$ cat src/hk_defs.svh
`ifndef HK_DEFS_SVH
`define HK_DEFS_SVH

// widths
`define HK_GPIO_W    24
`define HK_ADDR_W    4
`define HK_DATA_W    32

// register map
`define HK_REG_OUT   4'd0
`define HK_REG_DIR   4'd1
`define HK_REG_IN    4'd2
`define HK_REG_ID    4'd3

// fixed block id, ascii "HK" + revision
`define HK_ID_VALUE  32'h484b_0001
// rw + 3 spare + addr + 24 data bits
`define HK_SPI_FRAME 32

`endif

$ cat src/hk_pkg.sv
`include "hk_defs.svh"

package hk_pkg;

  // one bit per pin
  typedef logic [`HK_GPIO_W-1:0] gpio_vec_t;
  // register address and data words
  typedef logic [`HK_ADDR_W-1:0] reg_addr_t;
  typedef logic [`HK_DATA_W-1:0] reg_data_t;

  // request from a bus master, held until granted
  typedef struct packed {
    logic      we;
    reg_addr_t addr;
    reg_data_t wdata;
  } bus_req_t;

  // read data, valid in the grant cycle
  typedef struct packed {
    reg_data_t rdata;
  } bus_rsp_t;

  // host port sequencing
  typedef enum logic [1:0] {PORT_IDLE, PORT_WAIT, PORT_DONE} port_state_e;

  // spi frame sequencing
  typedef enum logic [1:0] {SPI_IDLE, SPI_CMD, SPI_ACCESS, SPI_DATA} spi_state_e;

endpackage: hk_pkg

$ cat src/host_port.sv
module host_port (
  input  logic              clk,
  input  logic              rst_n_i,
  input  logic              host_req_i,
  input  hk_pkg::bus_req_t  host_cmd_i,
  output logic              host_done_o,
  output hk_pkg::reg_data_t host_rdata_o,
  output logic              req_valid_o,
  output hk_pkg::bus_req_t  req_o,
  input  logic              gnt_i,
  input  hk_pkg::bus_rsp_t  rsp_i
);
  import hk_pkg::*;

  port_state_e state_q;
  bus_req_t    cmd_q;
  reg_data_t   rdata_q;

  // request -> wait for grant -> done pulse
  always_ff @(posedge clk) begin
    if (!rst_n_i) begin
      state_q <= PORT_IDLE;
    end else begin
      case (state_q)
        PORT_IDLE, PORT_DONE: begin
          // a new strobe may land in the done cycle
          state_q <= host_req_i ? PORT_WAIT : PORT_IDLE;
        end
        PORT_WAIT: begin
          if (gnt_i) begin
            state_q <= PORT_DONE;
          end
        end
        default: state_q <= PORT_IDLE;
      endcase
    end
  end

  // command and read data capture
  always_ff @(posedge clk) begin
    if (host_req_i && state_q != PORT_WAIT) begin
      cmd_q <= host_cmd_i;
    end
    if (state_q == PORT_WAIT && gnt_i) begin
      rdata_q <= rsp_i.rdata;
    end
  end

  assign req_valid_o  = (state_q == PORT_WAIT);
  assign req_o        = cmd_q;
  assign host_done_o  = (state_q == PORT_DONE);
  assign host_rdata_o = rdata_q;

  // host may only strobe when no access is outstanding
  a_no_req_while_busy: assert property (@(posedge clk) disable iff (!rst_n_i)
    host_req_i |-> state_q != PORT_WAIT);

endmodule: host_port

$ cat src/spi_bridge.sv
`include "hk_defs.svh"

module spi_bridge (
  input  logic             clk,
  input  logic             rst_n_i,
  input  logic             spi_sck_i,
  input  logic             spi_ss_i,
  input  logic             spi_mosi_i,
  output logic             spi_miso_o,
  output logic             req_valid_o,
  output hk_pkg::bus_req_t req_o,
  input  logic             gnt_i,
  input  hk_pkg::bus_rsp_t rsp_i
);
  import hk_pkg::*;

  localparam int unsigned CMD_BITS  = 8;
  localparam int unsigned DATA_BITS = `HK_SPI_FRAME - CMD_BITS;
  localparam int unsigned CNT_W     = $clog2(`HK_SPI_FRAME + 1);

  logic [2:0]           sck_sync_q;
  logic [2:0]           ss_sync_q;
  logic [1:0]           mosi_sync_q;
  logic                 sck_rise;
  logic                 sck_fall;
  logic                 ss_fall;
  logic                 ss_high;
  logic                 cmd_done;
  logic                 frame_done;
  spi_state_e           state_q;
  logic [CNT_W-1:0]     bit_cnt_q;
  logic [DATA_BITS-1:0] rx_q;
  logic [DATA_BITS-1:0] rx_next;
  logic [DATA_BITS-1:0] tx_q;
  bus_req_t             req_q;
  logic                 miso_q;

  ////////////////////////////////////////////////////////////////////////////
  // pin sync and edge detect
  ////////////////////////////////////////////////////////////////////////////

  // bits [1:0] are the sync pair, bit 2 the edge reference
  assign sck_rise = sck_sync_q[1] & ~sck_sync_q[2];
  assign sck_fall = ~sck_sync_q[1] & sck_sync_q[2];
  assign ss_fall  = ~ss_sync_q[1] & ss_sync_q[2];
  assign ss_high  = ss_sync_q[1];
  // msb first, so new bit enters at the bottom
  assign rx_next  = {rx_q[DATA_BITS-2:0], mosi_sync_q[1]};

  assign cmd_done   = (state_q == SPI_CMD) && sck_rise && (bit_cnt_q == CNT_W'(CMD_BITS - 1));
  assign frame_done = (state_q == SPI_DATA) && sck_rise &&
                      (bit_cnt_q == CNT_W'(`HK_SPI_FRAME - 1));

  ////////////////////////////////////////////////////////////////////////////
  // frame FSM
  ////////////////////////////////////////////////////////////////////////////

  always_ff @(posedge clk) begin
    if (!rst_n_i) begin
      sck_sync_q  <= '0;
      ss_sync_q   <= '1;
      mosi_sync_q <= '0;
      state_q     <= SPI_IDLE;
      bit_cnt_q   <= '0;
      miso_q      <= 1'b0;
    end else begin
      sck_sync_q  <= {sck_sync_q[1:0], spi_sck_i};
      ss_sync_q   <= {ss_sync_q[1:0], spi_ss_i};
      mosi_sync_q <= {mosi_sync_q[0], spi_mosi_i};
      case (state_q)
        SPI_IDLE: begin
          bit_cnt_q <= '0;
          miso_q    <= 1'b0;
          if (ss_fall) begin
            state_q <= SPI_CMD;
          end
        end
        SPI_CMD: begin
          if (ss_high) begin
            state_q <= SPI_IDLE;
          end else if (sck_rise) begin
            bit_cnt_q <= bit_cnt_q + 1'b1;
            // write waits for data, read fetches now
            if (cmd_done) begin
              state_q <= rx_next[CMD_BITS-1] ? SPI_DATA : SPI_ACCESS;
            end
          end
        end
        SPI_ACCESS: begin
          // held until granted and never aborted
          if (gnt_i) begin
            state_q <= req_q.we ? SPI_IDLE : SPI_DATA;
          end
        end
        SPI_DATA: begin
          if (ss_high) begin
            state_q <= SPI_IDLE;
          end else if (sck_rise) begin
            bit_cnt_q <= bit_cnt_q + 1'b1;
            if (frame_done) begin
              state_q <= req_q.we ? SPI_ACCESS : SPI_IDLE;
            end
          end
          // mode 0 drives miso on the falling edge
          if (sck_fall && !req_q.we) begin
            miso_q <= tx_q[DATA_BITS-1];
          end
        end
        default: state_q <= SPI_IDLE;
      endcase
    end
  end

  // shift registers and captured request
  always_ff @(posedge clk) begin
    if (sck_rise) begin
      rx_q <= rx_next;
    end
    if (cmd_done) begin
      req_q.we    <= rx_next[CMD_BITS-1];
      req_q.addr  <= rx_next[`HK_ADDR_W-1:0];
      req_q.wdata <= '0;
    end
    if (frame_done) begin
      req_q.wdata <= reg_data_t'(rx_next);
    end
    if (state_q == SPI_ACCESS && gnt_i) begin
      tx_q <= rsp_i.rdata[DATA_BITS-1:0];
    end else if (state_q == SPI_DATA && sck_fall) begin
      tx_q <= {tx_q[DATA_BITS-2:0], 1'b0};
    end
  end

  assign req_valid_o = (state_q == SPI_ACCESS);
  assign req_o       = req_q;
  assign spi_miso_o  = miso_q;

  // a bus access fits between two sck edges
  a_access_no_sck_edge: assert property (@(posedge clk) disable iff (!rst_n_i)
    state_q == SPI_ACCESS |-> !sck_rise && !sck_fall);

endmodule: spi_bridge

$ cat src/bus_arbiter.sv
module bus_arbiter (
  input  logic             clk,
  input  logic             rst_n_i,
  input  logic             valid_host_i,
  input  logic             valid_spi_i,
  input  hk_pkg::bus_req_t req_host_i,
  input  hk_pkg::bus_req_t req_spi_i,
  output logic             gnt_host_o,
  output logic             gnt_spi_o,
  output logic             bus_strobe_o,
  output hk_pkg::bus_req_t bus_req_o,
  input  hk_pkg::bus_rsp_t bus_rsp_i,
  output hk_pkg::bus_rsp_t rsp_o
);
  import hk_pkg::*;

  // 1 when spi took the last granted cycle
  logic last_spi_q;

  ////////////////////////////////////////////////////////////////////////////
  // round-robin grant
  ////////////////////////////////////////////////////////////////////////////

  // alone wins, on a tie the loser of last time wins
  assign gnt_host_o = valid_host_i & (~valid_spi_i | last_spi_q);
  assign gnt_spi_o  = valid_spi_i & (~valid_host_i | ~last_spi_q);

  assign bus_strobe_o = gnt_host_o | gnt_spi_o;

  always_ff @(posedge clk) begin
    if (!rst_n_i) begin
      last_spi_q <= 1'b0;
    end else if (bus_strobe_o) begin
      last_spi_q <= gnt_spi_o;
    end
  end

  ////////////////////////////////////////////////////////////////////////////
  // request and response mux
  ////////////////////////////////////////////////////////////////////////////

  // host request doubles as the idle value
  always_comb begin
    bus_req_o = req_host_i;
    if (gnt_spi_o) begin
      bus_req_o = req_spi_i;
    end
  end

  // read data is only sampled by the granted master
  assign rsp_o = bus_rsp_i;

  a_one_grant: assert property (@(posedge clk) disable iff (!rst_n_i)
    !(gnt_host_o && gnt_spi_o));

  // a held request is served by the next cycle at the latest
  a_host_wait: assert property (@(posedge clk) disable iff (!rst_n_i)
    valid_host_i && !gnt_host_o |=> gnt_host_o);
  a_spi_wait: assert property (@(posedge clk) disable iff (!rst_n_i)
    valid_spi_i && !gnt_spi_o |=> gnt_spi_o);

endmodule: bus_arbiter

$ cat src/gpio_regs.sv
`include "hk_defs.svh"

module gpio_regs (
  input  logic              clk,
  input  logic              rst_n_i,
  input  logic              bus_strobe_i,
  input  hk_pkg::bus_req_t  bus_req_i,
  output hk_pkg::bus_rsp_t  bus_rsp_o,
  input  hk_pkg::gpio_vec_t gpio_i,
  output hk_pkg::gpio_vec_t gpio_o,
  output hk_pkg::gpio_vec_t gpio_t_o
);
  import hk_pkg::*;

  localparam int unsigned PAD_W = `HK_DATA_W - `HK_GPIO_W;

  gpio_vec_t out_q;
  gpio_vec_t dir_q;
  gpio_vec_t in_meta_q;
  gpio_vec_t in_sync_q;
  logic      wr_en;

  assign wr_en = bus_strobe_i & bus_req_i.we;

  ////////////////////////////////////////////////////////////////////////////
  // control registers
  ////////////////////////////////////////////////////////////////////////////

  // written at the edge that closes the grant cycle
  always_ff @(posedge clk) begin
    if (!rst_n_i) begin
      out_q <= '0;
      dir_q <= '0;
    end else if (wr_en) begin
      if (bus_req_i.addr == `HK_REG_OUT) begin
        out_q <= bus_req_i.wdata[`HK_GPIO_W-1:0];
      end
      if (bus_req_i.addr == `HK_REG_DIR) begin
        dir_q <= bus_req_i.wdata[`HK_GPIO_W-1:0];
      end
    end
  end

  // two-flop sync of the pad inputs
  always_ff @(posedge clk) begin
    in_meta_q <= gpio_i;
    in_sync_q <= in_meta_q;
  end

  // dir 1 means output and the tristate line is active high
  assign gpio_o   = out_q;
  assign gpio_t_o = ~dir_q;

  // read mux returns zero for holes in the map
  always_comb begin
    case (bus_req_i.addr)
      `HK_REG_OUT: bus_rsp_o.rdata = {{PAD_W{1'b0}}, out_q};
      `HK_REG_DIR: bus_rsp_o.rdata = {{PAD_W{1'b0}}, dir_q};
      `HK_REG_IN:  bus_rsp_o.rdata = {{PAD_W{1'b0}}, in_sync_q};
      `HK_REG_ID:  bus_rsp_o.rdata = `HK_ID_VALUE;
      default:     bus_rsp_o.rdata = '0;
    endcase
  end

endmodule: gpio_regs

$ cat src/hk_system.sv
module hk_system (
  input  logic              clk,
  input  logic              rst_n_i,
  // host register port
  input  logic              host_req_i,
  input  hk_pkg::bus_req_t  host_cmd_i,
  output logic              host_done_o,
  output hk_pkg::reg_data_t host_rdata_o,
  // spi slave
  input  logic              spi_sck_i,
  input  logic              spi_ss_i,
  input  logic              spi_mosi_i,
  output logic              spi_miso_o,
  // gpio pins
  input  hk_pkg::gpio_vec_t gpio_i,
  output hk_pkg::gpio_vec_t gpio_o,
  output hk_pkg::gpio_vec_t gpio_t_o
);

  // master side
  logic             host_valid;
  logic             host_gnt;
  hk_pkg::bus_req_t host_req;
  logic             spi_valid;
  logic             spi_gnt;
  hk_pkg::bus_req_t spi_req;
  hk_pkg::bus_rsp_t arb_rsp;
  // shared bus to the slave
  logic             bus_strobe;
  hk_pkg::bus_req_t bus_req;
  hk_pkg::bus_rsp_t bus_rsp;

  host_port host_port_i (
    .clk, .rst_n_i, .host_req_i, .host_cmd_i, .host_done_o, .host_rdata_o,
    .req_valid_o (host_valid), .req_o (host_req), .gnt_i (host_gnt), .rsp_i (arb_rsp)
  );

  spi_bridge spi_bridge_i (
    .clk, .rst_n_i, .spi_sck_i, .spi_ss_i, .spi_mosi_i, .spi_miso_o,
    .req_valid_o (spi_valid), .req_o (spi_req), .gnt_i (spi_gnt), .rsp_i (arb_rsp)
  );

  bus_arbiter bus_arbiter_i (
    .clk, .rst_n_i,
    .valid_host_i (host_valid), .valid_spi_i (spi_valid),
    .req_host_i (host_req), .req_spi_i (spi_req),
    .gnt_host_o (host_gnt), .gnt_spi_o (spi_gnt),
    .bus_strobe_o (bus_strobe), .bus_req_o (bus_req),
    .bus_rsp_i (bus_rsp), .rsp_o (arb_rsp)
  );

  gpio_regs gpio_regs_i (
    .clk, .rst_n_i,
    .bus_strobe_i (bus_strobe), .bus_req_i (bus_req), .bus_rsp_o (bus_rsp),
    .gpio_i, .gpio_o, .gpio_t_o
  );

endmodule: hk_system

$ cat config.mk
export PLATFORM = sky130hd
export DESIGN_NAME = hk_system
export DESIGN_NICKNAME = d
export VERILOG_FILES = /design/src/hk_pkg.sv /design/src/host_port.sv /design/src/spi_bridge.sv /design/src/bus_arbiter.sv /design/src/gpio_regs.sv /design/src/hk_system.sv
export VERILOG_INCLUDE_DIRS = /design/src /design/src/src
export SDC_FILE = /design/constraint.sdc
export NUM_CORES = 1
export LEC_CHECK = 0
export BUFFER_PORTS_ARGS = -buffer_cell sky130_fd_sc_hd__buf_2
export CORE_MARGIN = 2
export CORE_UTILIZATION = 43
export CTS_CLUSTER_SIZE = 12
export DETAILED_ROUTE_END_ITERATION = 16
export GPL_TIMING_DRIVEN = 0
export SLEW_MARGIN = 20
export SYNTH_ARGS = -nofsm -noshare
export SYNTH_HDL_FRONTEND = slang
export SYNTH_SLANG_ARGS = --single-unit
$ cat constraint.sdc
create_clock -name clk -period 3.8 [get_ports clk]
set_clock_uncertainty 0.05 [all_clocks]
set_input_delay 0.76 -clock clk [delete_from_list [all_inputs] [get_ports clk]]
set_output_delay 0.76 -clock clk [all_outputs]
set_load 0.05 [all_outputs]
==> Word level (Yosys, flattened, before mapping) <==
Index checks and enable logic that the tools add are counted.
{ "totals": {"ff_bits": 261} }
{ "op_classes": {"n_addsub": 1, "n_eq_ne": 21, "mux": 26, "bitwise_logic": 16, "reduce_logical": 24} }
{ "ops": {"columns": ["operator", "count"], "rows": [
  ["case mux 31 bit (4 select lines)", 1],
  ["two-way mux 24 bit", 4],
  ["two-way mux 37 bit", 1],
  ["NOT 24 bit", 1],
  ["two-way mux 2 bit", 11],
  ["two-way mux 6 bit", 2],
  ["inequality test 3 x 1 -> 1 bit (second input constant)", 4],
  ["case mux 6 bit (2 select lines)", 1],
  ["logical AND 1 bit", 9],
  ["== test 4 x 2 -> 1 bit (second input constant)", 2],
  ["inequality test 2 bit (second input constant)", 4],
  ["case mux 2 bit (4 select lines)", 1],
  ["nonzero test 2 bit", 4],
  ["adder 6 x 1 -> 6 bit (second input constant)", 1],
  ["bitwise AND 1 bit", 6],
  ["== test 2 bit (second input constant)", 3],
  ["== test 6 x 3 -> 1 bit (second input constant)", 1],
  ["== test 6 x 5 -> 1 bit (second input constant)", 1],
  ["inequality test 2 x 1 -> 1 bit (second input constant)", 3],
  ["NOT 1 bit", 6],
  ["AND reduction 2 bit", 3],
  ["AND reduction 6 bit", 1],
  ["== test 2 x 1 -> 1 bit (second input constant)", 2],
  ["== test 4 x 1 -> 1 bit (second input constant)", 1],
  ["9 further kinds", 15]
]} }

==> Logic depth before layout (Yosys ltp) <==
Gate-level depths: netlist of run 1.
{ "depth": {"depth_word": 8, "ltp_mapped": 8} }

==> Hierarchy <==
A second synthesis of run 1 with hierarchy kept.
{ "unflattened": {"hier_cells": 760, "area_unflattened_um2": 10262.3} }
{ "modules_own_cells": {"columns": ["mod", "instances", "cells_per_inst", "area_per_inst_um2", "seq_area_each_um2"], "rows": [
  ["gpio_regs", 1, 371, 3648.5, 1921.8],
  ["spi_bridge", 1, 230, 3589.7, 2622.5],
  ["host_port", 1, 79, 2172.1, 2112.0],
  ["bus_arbiter", 1, 80, 852.1, 20.0]
]} }

==> Least setup slack after synthesis of run 1 <==
OpenSTA, ideal clock, no wires.
{ "synth_timing": {"path_kind": "flip-flop to flip-flop", "start": "register spi_bridge_i.bit_cnt_q[0]", "end": "register spi_bridge_i.req_q (netlist bit spi_bridge_i.req_o[0]) (enable)", "setup_ps": 380, "arrival_ps": 1968, "slack_ps": 1402, "stages_incl_launch_ff": 6, "cell_sequence": "dfxtp_1 > ha_1 > nand4b_1 > or4_1 > nor2_1 > a21o_1"} }
{ "synth_between": {"elab_chain_len": 3, "elab_cells_between_ends": 5} }
{ "synth_rtl": {"columns": ["item", "line_no", "source"], "rows": [
  ["start, declared", "spi_bridge.sv:31", "logic [CNT_W-1:0] bit_cnt_q;"],
  ["start signal, assigned", "spi_bridge.sv:82", "bit_cnt_q <= bit_cnt_q + 1'b1;"],
  ["start signal, assigned", "spi_bridge.sv:99", "bit_cnt_q <= bit_cnt_q + 1'b1;"],
  ["== test 6 x 3 -> 1 bit", "spi_bridge.sv:50", "assign cmd_done = (state_q == SPI_CMD) && sck_rise && (bit_cnt_q == CNT_W'(CMD_BITS - 1));"],
  ["logical AND 1 bit", "spi_bridge.sv:50", null],
  ["net spi_bridge_i.cmd_done", "spi_bridge.sv:28", "logic cmd_done;"],
  ["nonzero test 2 bit (no source line)", null, null],
  ["end, declared", "spi_bridge.sv:35", "bus_req_t req_q;"]
]} }
The timed path passes the listed nets, and every way through them passes these cells.
A chain may end at the register's enable or synchronous reset.

==> Final worst setup path of run 1 <==
{ "layout_timing": {"start": "register spi_bridge_i.bit_cnt_q[0]", "end": "register spi_bridge_i.req_q (netlist bit spi_bridge_i.req_o[10]) (enable)"} }
{ "layout_between": {"elab_chain_len": 3, "elab_cells_between_ends": 5} }
{ "layout_rtl": {"columns": ["item", "line_no"], "rows": [
  ["== test 6 x 5 -> 1 bit / == test 6 x 3 -> 1 bit (equally long branches)", "spi_bridge.sv:52, spi_bridge.sv:50"],
  ["logical AND 1 bit (on tied branches)", "spi_bridge.sv:51, spi_bridge.sv:50"],
  ["nonzero test 2 bit (no source line) (*)", null]
]} }
Every way passes the cells marked *; elsewhere a longest branch is shown, timed or not.

==> metrics, run 1 <==
status=complete, no violations; Async S/R FF share, synth=0%; DR iter-0 viols=593; final setup TNS=0 ns; CP Capture Point=spi_bridge_i.req_o[10]; worst-margin pin slew=just over 1 ns; Core ar.=around 0.021 sq mm; Seq/Total Area, Yosys=about two thirds; initial antenna violation count=0; CP arrival=3.14 ns; CP max stage delay=between 0.8 and 0.9 ns; YS warnings=0; Gate power share=under 10%; # resized after CTS=0; total grt overflow=0; Die Area=roughly 0.023 sq mm; vias in the first global route=about 6100; nets@finish=a little under 1000; FF-to-FF Start=spi_bridge_i.bit_cnt_q[0]; mux contribution to synthesized area=4.63%; starting density of the core=between 40% and 50%; Row Count=53; Die Height=around 150 um; Most used DFF post-synth=edfxtp_1; Post-CTS Setup Bufs=0; Crit-path slowest cell=a21o_1; CTS tree=done; CTS root buffer=clkbuf_16; maxcap violations=0; Die Wd=between 150 and 200 um; syn_area_per_cell=roughly 13 sq um; Critical Path End Type=register; Worst Path Required=about 3.9 ns; Worst-Skew Late Latency=roughly 0.52 ns; Tightest Hold Check Type=register to register; post-route cell area=about 0.011 sq mm; delay-heaviest family, CP=compound AO/OA/AOI/OAI gates; simple-gate portion of the synthesized area=11.6%; Reg-to-Reg End=spi_bridge_i.req_o[10]; relative slew slack=31.7%; final WL=about 23 mm; Setup WS pre-CTS=0.745 ns; hold buffers post-CTS=0; DRC Markers=0; Post-synth EDFFs=130; Fmax=0.327 GHz; Flop pwr share=between 50% and 60%; adder-cell area share of the yosys netlist=less than 1%; Setup-failing EPs final=0; CTS Buf Count=26; P_sw=around 1.2 mW; crit-path max FO=24; P per Cell Area=between 400 and 500 mW/mm^2; RePlAce Congestion=slightly above 0.8; routed len/inst=between 15 and 20 um; Layout area overhead=19.6%; Final Hold Vio Count=0; layout cells sized above 1=27.4%; Int Pwr=about 4.3 mW; port buffer count=approximately 130; reg2reg path depth=5; Switching Share=21.4%; cells after synthesis=approximately 730; largest family of logic cells by synthesized area=simple AND/OR/NAND/NOR gates; final core occ=52.7%; CP Launch Point=spi_bridge_i.bit_cnt_q[0]; r2r setup slk=roughly 0.75 ns; Setup crit start kind=register; CP Buf/Inv Count=1; Routed Antenna Nets=0; Clk pwr share=42.3%; Pre-antenna DRT Iters=8; IO Pins=around 150; CTS Sinks=about 250; min Tclk post-route=between 3 and 4 ns; sequence of cells on the critical path=ha_1 -> nand4b_1 -> nor3_1 -> clkbuf_1 -> a21o_1; Lkg Pwr=around 4.1 nW; htree depth=1; Mapped Area=roughly 0.0093 sq mm; Final Slew Violations=0; period utilization=80.4%; DP Wirelength=16.0 mm; clk buf depth=3; via count=approximately 6400; placed inst area=around 0.010 sq mm; ANT cells=0; clock slew seen by the registers of the worst setup and hold paths=around 0.060 ns; vias per std cell=approximately 5.4; first-pass GRT wire length=34.7 mm; Compound-Gate Fraction of Synth Area=approximately 11%; synth unique cells=52; XOR/XNOR share of the synthesized area=less than 1%; number of cells on the critical path=5; synthesized flop and latch total=246; Final WS setup=0.746 ns; Setup Crit Path Kind=register to register; maximum vdd drop=approximately 0.38 mV; Global Route Usage Sum=19.8%; RSZ-0062 raised after global routing=no; largest net degree at the start of global routing=30
flip-flops by register name, indices dropped and copies added, names as in the netlist:
name,count
spi_bridge_i.req_o,29
spi_bridge_i.sck_sync_q,3
host_port_i.req_o,29
spi_bridge_i.mosi_sync_q,2
gpio_regs_i.dir_q,24
gpio_regs_i.in_sync_q,24
bus_arbiter_i.last_spi_q,1
spi_bridge_i.bit_cnt_q,6
spi_bridge_i.spi_miso_o,1
host_port_i.host_rdata_o,25
spi_bridge_i.ss_sync_q,3
spi_bridge_i.tx_q,24
spi_bridge_i.state_q,2
spi_bridge_i.rx_q,23
gpio_regs_i.in_meta_q,24
gpio_regs_i.gpio_o,24
host_port_i.state_q,2
metrics by stage:
stage / instances / total power, mW / hold slack [ns]
finish: 1192 / 5.42 / 0.274
detailed placement: 1146 / 3.18 / 0.262
global route: 1192 / 5.60 / 0.267
global placement: 1145 / 3.18 / 0.261
floorplan: 737 / 3.09 / 0.260
CTS: 1192 / 5.47 / 0.274
synth_stat cells (all sizes together), types with 19 or more instances:
cell type  instances  area (sq um)
buf               36           259
edfxtp           130          3900
inv               48           180
clkbuf            19          71.3
nor3              20           105
dfxtp            116          2320
mux2              25           282
nor2              19          71.3
and3              25           156
nand2             37           141
a222oi            19           190
nand3             53           330
o21ai             61           320
layout by cell type, fill, tap and decap left out, drive strengths merged, types with 19 or more instances in the layout:
cell type  count
a222oi        19
and3          25
buf          170
clkbuf        58
dfxtp        116
edfxtp       130
inv           49
mux2          25
nand2         37
nand3         53
nor2          19
nor3          20
o21ai         61
worst reg2reg max path, delay by kind of cell, from the launching register on:
kind | cells | cell delay (ns)
compound gates | 1 | 0.84
fa+ha+maj | 1 | 0.21
buf+inv | 1 | 0.39
flops | 1 | 0.37
simple gates | 2 | 0.80
how the worst min path moves through the flow:
stage                                            to  cells after the start  slack [ns]                      start
after floorplan            gpio_regs_i.in_sync_q[0]                      0        0.26   gpio_regs_i.in_meta_q[0]
after global placement    gpio_regs_i.in_sync_q[18]                      0        0.26  gpio_regs_i.in_meta_q[18]
after detailed placement   gpio_regs_i.in_sync_q[3]                      0        0.26   gpio_regs_i.in_meta_q[3]
after CTS                  gpio_regs_i.in_meta_q[8]                      1        0.27                  gpio_i[8]
after global routing      gpio_regs_i.in_meta_q[18]                      1        0.27                 gpio_i[18]
final                     gpio_regs_i.in_sync_q[19]                      0        0.27  gpio_regs_i.in_meta_q[19]
cells by family (layout without fill, tap and decap cells):
kind of cell,count (synthesis),count (layout)
flops,246,246
simple gates,191,191
compound gates,148,148
buf+inv,103,283
mux,40,40
xor+xnor,2,2
fa+ha+maj,1,1
other cells,1,6
power groups by stage:
| stage | Sequential, mW | Combinational (mW) | Clock (mW) |
|---|---|---|---|
| floorplan | 2.98 | 0.109 | 0 |
| global placement | 2.96 | 0.222 | 0 |
| detailed placement | 2.96 | 0.226 | 0 |
| CTS | 2.90 | 0.227 | 2.34 |
| global route | 2.91 | 0.245 | 2.45 |
| finish | 2.90 | 0.226 | 2.29 |
area by class of cell:
cell class / instances / area [sq um]
fill: 1873 / 10000
sequential: 246 / 6230
multi-input combinational: 388 / 2620
clock buffer: 39 / 731
timing repair buffer: 134 / 686
tap: 275 / 344
buffer: 55 / 330
inverter: 48 / 180
clock inverter: 7 / 33.8
routing by layer:
layer / global-route usage, % / vias to the layer above / share of wire [%]
met4: 7.34 / 0 / 3.3
met2: 30.4 / 266 / 44
met3: 3.07 / 45 / 7.3
li1: - / 3024 / -
met5: 0 / - / 0
met1: 28.5 / 3048 / 45
No activity file was read; power rests on OpenSTA's default activity.
==> run 2: changes to the inputs <==
Clock period 3.8 ns to 2.9 ns, I/O delays scaled along.
==> metrics, run 2 (same netlist as run 1, synthesis figures left out) <==
status=complete, no violations (unchanged); Tightest Hold Check Type=input pin to register (was register to register); M1 WL=10.3 mm (was 10.2 mm); Worst Path Required=3.00 ns (was 3.89 ns); Die Area=0.0229 sq mm (unchanged); Pre-antenna DRT Iters=7 (was 8); Critical Path End Type=register (unchanged); initial antenna violation count=0 (unchanged); P per Cell Area=636 mW/mm^2 (was 486 mW/mm^2); Global Route Usage Sum=19.8% (unchanged); maxcap violations=0 (unchanged); ANT cells=0 (unchanged); CP arrival=2.71 ns (was 3.14 ns); total grt overflow=0 (unchanged); Routed Antenna Nets=0 (unchanged); nets@finish=967 (unchanged); Final Hold Vio Count=0 (unchanged); first-pass GRT wire length=34.7 mm (unchanged); largest net degree at the start of global routing=30 (unchanged); RSZ-0062 raised after global routing=no (unchanged); most frequent cells in the layout=buf_2, edfxtp_1, dfxtp_1, inv_1, o21ai_1 (unchanged); final setup TNS=0 ns (unchanged); CTS root buffer=clkbuf_16 (unchanged); via count=6358 (was 6383); DR iter-0 viols=601 (was 593); Pwr Total=7.10 mW (was 5.42 mW); most common cell after layout, fill and taps aside=buf_2 (unchanged); Setup Crit Path Kind=register to register (unchanged); clock slew seen by the registers of the worst setup and hold paths=0.06 ns (about the same); Setup-failing EPs final=0 (unchanged); starting density of the core=44.1% (unchanged); relative slew slack=31.0% (was 31.7%); Setup crit start kind=register (unchanged); uppermost layer routed=met4 (unchanged); Post-CTS Setup Bufs=0 (unchanged); Lkg Pwr=4.14 nW (about the same); CTS Sinks=246 (unchanged); layout cells sized above 1=27.6% (was 27.4%); Core ar.=0.0212 sq mm (unchanged); final WL=22.7 mm (about the same); port buffer count=133 (unchanged); hold buffers post-CTS=0 (unchanged); met3 WL=1.51 mm (was 1.66 mm); Worst-Skew Late Latency=0.52 ns (about the same); vias in the first global route=6126 (unchanged); Die Wd=151 um (unchanged); IO Pins=149 (unchanged); placed cell count=1146 (unchanged); routed len/inst=19.0 um (was 19.1 um); Final Slew Violations=0 (unchanged); min Tclk post-route=2.60 ns (was 3.05 ns); DP Wirelength=16.0 mm (unchanged); RePlAce Congestion=0.824 (unchanged); maximum vdd drop=0.495 mV (was 0.378 mV); crit-path max FO=24 (unchanged); Die Height=151 um (unchanged); htree depth=1 (unchanged); hold_ws=0.106 ns (was 0.274 ns); Row Count=53 (unchanged); vias per std cell=5.33 (was 5.35); DRC Markers=0 (unchanged); placed inst area=0.0104 sq mm (unchanged); final non-filler cell total=1192 (unchanged); post-route cell area=0.0112 sq mm (was 0.0111 sq mm); metal2 WL=10.0 mm (was 10.1 mm); clk buf depth=3 (unchanged); period utilization=89.8% (was 80.4%); CTS tree=done (unchanged); worst-margin pin slew=1.03 ns (was 1.02 ns); Layout area overhead=19.6% (about the same); Fmax=0.384 GHz (was 0.327 GHz); CTS Buf Count=26 (unchanged)
[run 2: worst max-delay path: stages (launching register included)]
cell and delay, ns:
dfxtp_1 0.37, ha_1 0.21, nand4b_1 0.15, or4_1 0.50, nor2_1 0.41, a21o_2 0.54
[run 2: power by group]
group / internal, mW / switching [mW]
Clock: 1.73 / 1.27
Combinational: 0.0935 / 0.202
Sequential: 3.76 / 0.0451
Total: 5.58 / 1.52
[run 2: worst paths after layout]
path,start,endpoint,slack [ns],depth (start not counted)
max reg2reg,spi_bridge_i.bit_cnt_q[0],spi_bridge_i.req_o[10],0.30,5
min,gpio_i[21],gpio_regs_i.in_meta_q[21],0.11,1
min reg2reg,gpio_regs_i.in_meta_q[19],gpio_regs_i.in_sync_q[19],0.27,0
max,spi_bridge_i.bit_cnt_q[0],spi_bridge_i.req_o[10],0.30,5
[run 2: per-layer routing]
metal | vias up | track usage (%)
li1 | 3033 | -
met1 | 3053 | 28.5
met2 | 225 | 30.4
met3 | 47 | 3.07
met4 | 0 | 7.34
met5 | - | 0
[run 2: layout make-up]
class / count / area, sq um
Inverter: 48 / 180
Multi-Input combinational cell: 388 / 2620
Tap cell: 275 / 344
Timing Repair Buffer: 134 / 686
Fill cell: 1873 / 10000
Buffer: 55 / 330
Clock inverter: 7 / 33.8
Sequential cell: 246 / 6230
Clock buffer: 39 / 731
[run 2: metrics by stage]
| step | setup WS, ns | util (%) |
|---|---|---|
| floorplan | 0.502 | - |
| global placement | -0.184 | 48.9 |
| detailed placement | -0.155 | 49.1 |
| CTS | 0.119 | 52.7 |
| global route | 0.157 | 52.7 |
| finish | 0.296 | 52.7 |
[run 2: timing repair]
| action | CTS | global route |
|---|---|---|
| cloned | 0 | 0 |
| gates resized for setup | 1 | 1 |
| setup endpoints to repair | 24 | 24 |
==> run 3: changes to the inputs <==
Settings changed: BUFFER_PORTS_ARGS -buffer_cell sky130_fd_sc_hd__buf_2 to -buffer_cell sky130_fd_sc_hd__buf_4, CAP_MARGIN from default to 10, SETUP_SLACK_MARGIN from default to 0.15.
==> metrics, run 3 (same netlist as run 1, synthesis figures left out) <==
Worst Path Required=3.04 ns (was 3.00 ns); hold buffers post-CTS=0 (unchanged); htree depth=1 (unchanged); Reg area=0.00623 sq mm (unchanged); relative slew slack=31.8% (was 31.0%); via count=6375 (was 6358); Lkg Pwr=4.26 nW (was 4.14 nW); Die Area=0.0229 sq mm (unchanged); Switching Share=21.2% (was 21.4%); period utilization=85.4% (was 89.8%); Multi-input gate area=0.00263 sq mm (was 0.00262 sq mm); initial antenna violation count=0 (unchanged); P per Cell Area=624 mW/mm^2 (was 636 mW/mm^2); Die Height=151 um (unchanged); Post-CTS Setup Bufs=0 (unchanged); CTS Sinks=246 (unchanged); hold_ws=0.112 ns (was 0.106 ns); Tightest Hold Check Type=input pin to register (unchanged); CP arrival=2.62 ns (was 2.71 ns); Gate power share=4.6% (was 4.2%); DR iter-0 viols=589 (was 601); port buffer count=133 (unchanged); DRC Markers=0 (unchanged); DP Wirelength=16.6 mm (was 16.0 mm); CTS Buf Count=26 (unchanged); CP max stage delay=0.50 ns (was 0.54 ns); IO Pins=149 (unchanged); most common cell after layout, fill and taps aside=buf_4 (was buf_2); vias per std cell=5.35 (was 5.33); Setup WS pre-CTS=-0.210 ns (was -0.155 ns); first-pass GRT wire length=35.1 mm (was 34.7 mm); Global Route Usage Sum=20.2% (was 19.8%); nets@finish=967 (unchanged); crit-path max FO=24 (unchanged); Int Pwr=5.66 mW (was 5.58 mW); Clk pwr share=42.5% (was 42.3%); Critical Path End Type=register (unchanged); Flop pwr share=52.9% (was 53.6%); ANT cells=0 (unchanged); Pre-antenna DRT Iters=6 (was 7); Row Count=53 (unchanged); Layout area overhead=23.5% (was 19.6%); clock slew seen by the registers of the worst setup and hold paths=0.06 ns (about the same); P_sw=1.53 mW (was 1.52 mW); maxcap violations=0 (unchanged); starting density of the core=44.1% (unchanged); largest net degree at the start of global routing=30 (unchanged); Core ar.=0.0212 sq mm (unchanged); sequence of cells on the critical path=ha_1 -> nand4b_1 -> or4_1 -> nor2_1 -> a21o_4 (was ha_1 -> nand4b_1 -> or4_1 -> nor2_1 -> a21o_2); final WL=23.4 mm (was 22.7 mm); CTS tree=done (unchanged); Final Slew Violations=0 (unchanged); worst-margin pin slew=1.02 ns (was 1.03 ns); clk buf depth=3 (unchanged); Setup-failing EPs final=0 (unchanged); Die Wd=151 um (unchanged); Final WS setup=0.424 ns (was 0.296 ns); RSZ-0062 raised after global routing=no (unchanged); layout cells sized above 1=27.7% (was 27.6%); vias in the first global route=6071 (was 6126); Worst-Skew Late Latency=0.52 ns (about the same); Routed Antenna Nets=0 (unchanged); Crit-path slowest cell=or4_1 (was a21o_2); most frequent cells in the layout=buf_4, edfxtp_1, dfxtp_1, inv_1, o21ai_1 (was buf_2, edfxtp_1, dfxtp_1, inv_1, o21ai_1); status=complete, no violations (unchanged); Fmax=0.404 GHz (was 0.384 GHz); maximum vdd drop=0.444 mV (was 0.495 mV); Setup crit start kind=register (unchanged); Final Hold Vio Count=0 (unchanged); min Tclk post-route=2.48 ns (was 2.60 ns); CTS root buffer=clkbuf_16 (unchanged); Fillers=1852 (was 1873); Setup Crit Path Kind=register to register (unchanged); routed len/inst=19.6 um (was 19.0 um); RePlAce Congestion=0.852 (was 0.824); total grt overflow=0 (unchanged)
## run 3: cell types whose count changed in the layout (fill, tap and decap cells not counted), sizes merged
cell / change
inv: -1
clkbuf: +1
## run 3: timing repair
action	CTS	global route
endpoints found under the setup margin	24	24
endpoints found under the hold margin	0	0
resized for setup	2	1
## run 3: power groups by stage
stage	Sequential, mW	Combinational, mW	Clock [mW]
floorplan	3.90	0.143	0
global placement	3.87	0.323	0
detailed placement	3.87	0.330	0
CTS	3.80	0.331	3.12
global route	3.81	0.355	3.26
finish	3.80	0.330	3.06
## run 3: area by class of cell
| class | count | share of cell area (%) |
|---|---|---|
| clock buffer | 40 | 6.56 |
| timing repair buffer | 134 | 8.91 |
| buffer | 55 | 2.87 |
| clock inverter | 6 | 0.228 |
| tap | 275 | 2.99 |
| multi-input combinational | 388 | 22.8 |
| sequential | 246 | 54.1 |
| inverter | 48 | 1.56 |
## run 3: worst max-delay path: cells and delay by family (launching register included)
family	cells	cell delay, ns
AO/OA/AOI/OAI	1	0.36
AND/OR/NAND/NOR	3	1.13
flip-flops	1	0.38
adder cells (fa/ha/maj)	1	0.22
## run 3: path summary, 6_finish.rpt
check,from,to,slack [ns],cells past startpoint
worst max register to register,spi_bridge_i.bit_cnt_q[0],spi_bridge_i.req_o[6],0.42,5
worst min-delay path,gpio_i[1],gpio_regs_i.in_meta_q[1],0.11,1
worst max-delay path,spi_bridge_i.bit_cnt_q[0],spi_bridge_i.req_o[6],0.42,5
worst min register to register,gpio_regs_i.in_meta_q[22],gpio_regs_i.in_sync_q[22],0.28,0
## run 3: through the flow
step	std cells	utilization (%)	area, sq um	total power [mW]	TNS (ns)
global placement	1145	50.5	10700	4.20	-10.75
finish	1192	54.4	11500	7.19	0
global route	1192	54.4	11500	7.42	0
detailed placement	1146	50.7	10700	4.20	-5.01
floorplan	737	-	9340	4.04	0
CTS	1192	54.4	11500	7.25	0
## run 3: layer usage
metal | vias up | global-route usage, % | part of all wire [%]
met5 | - | 0 | 0
met4 | 0 | 6.07 | 2.8
met3 | 43 | 3.46 | 5.9
met2 | 199 | 31.8 | 45
met1 | 3099 | 28.7 | 46
li1 | 3034 | - | -
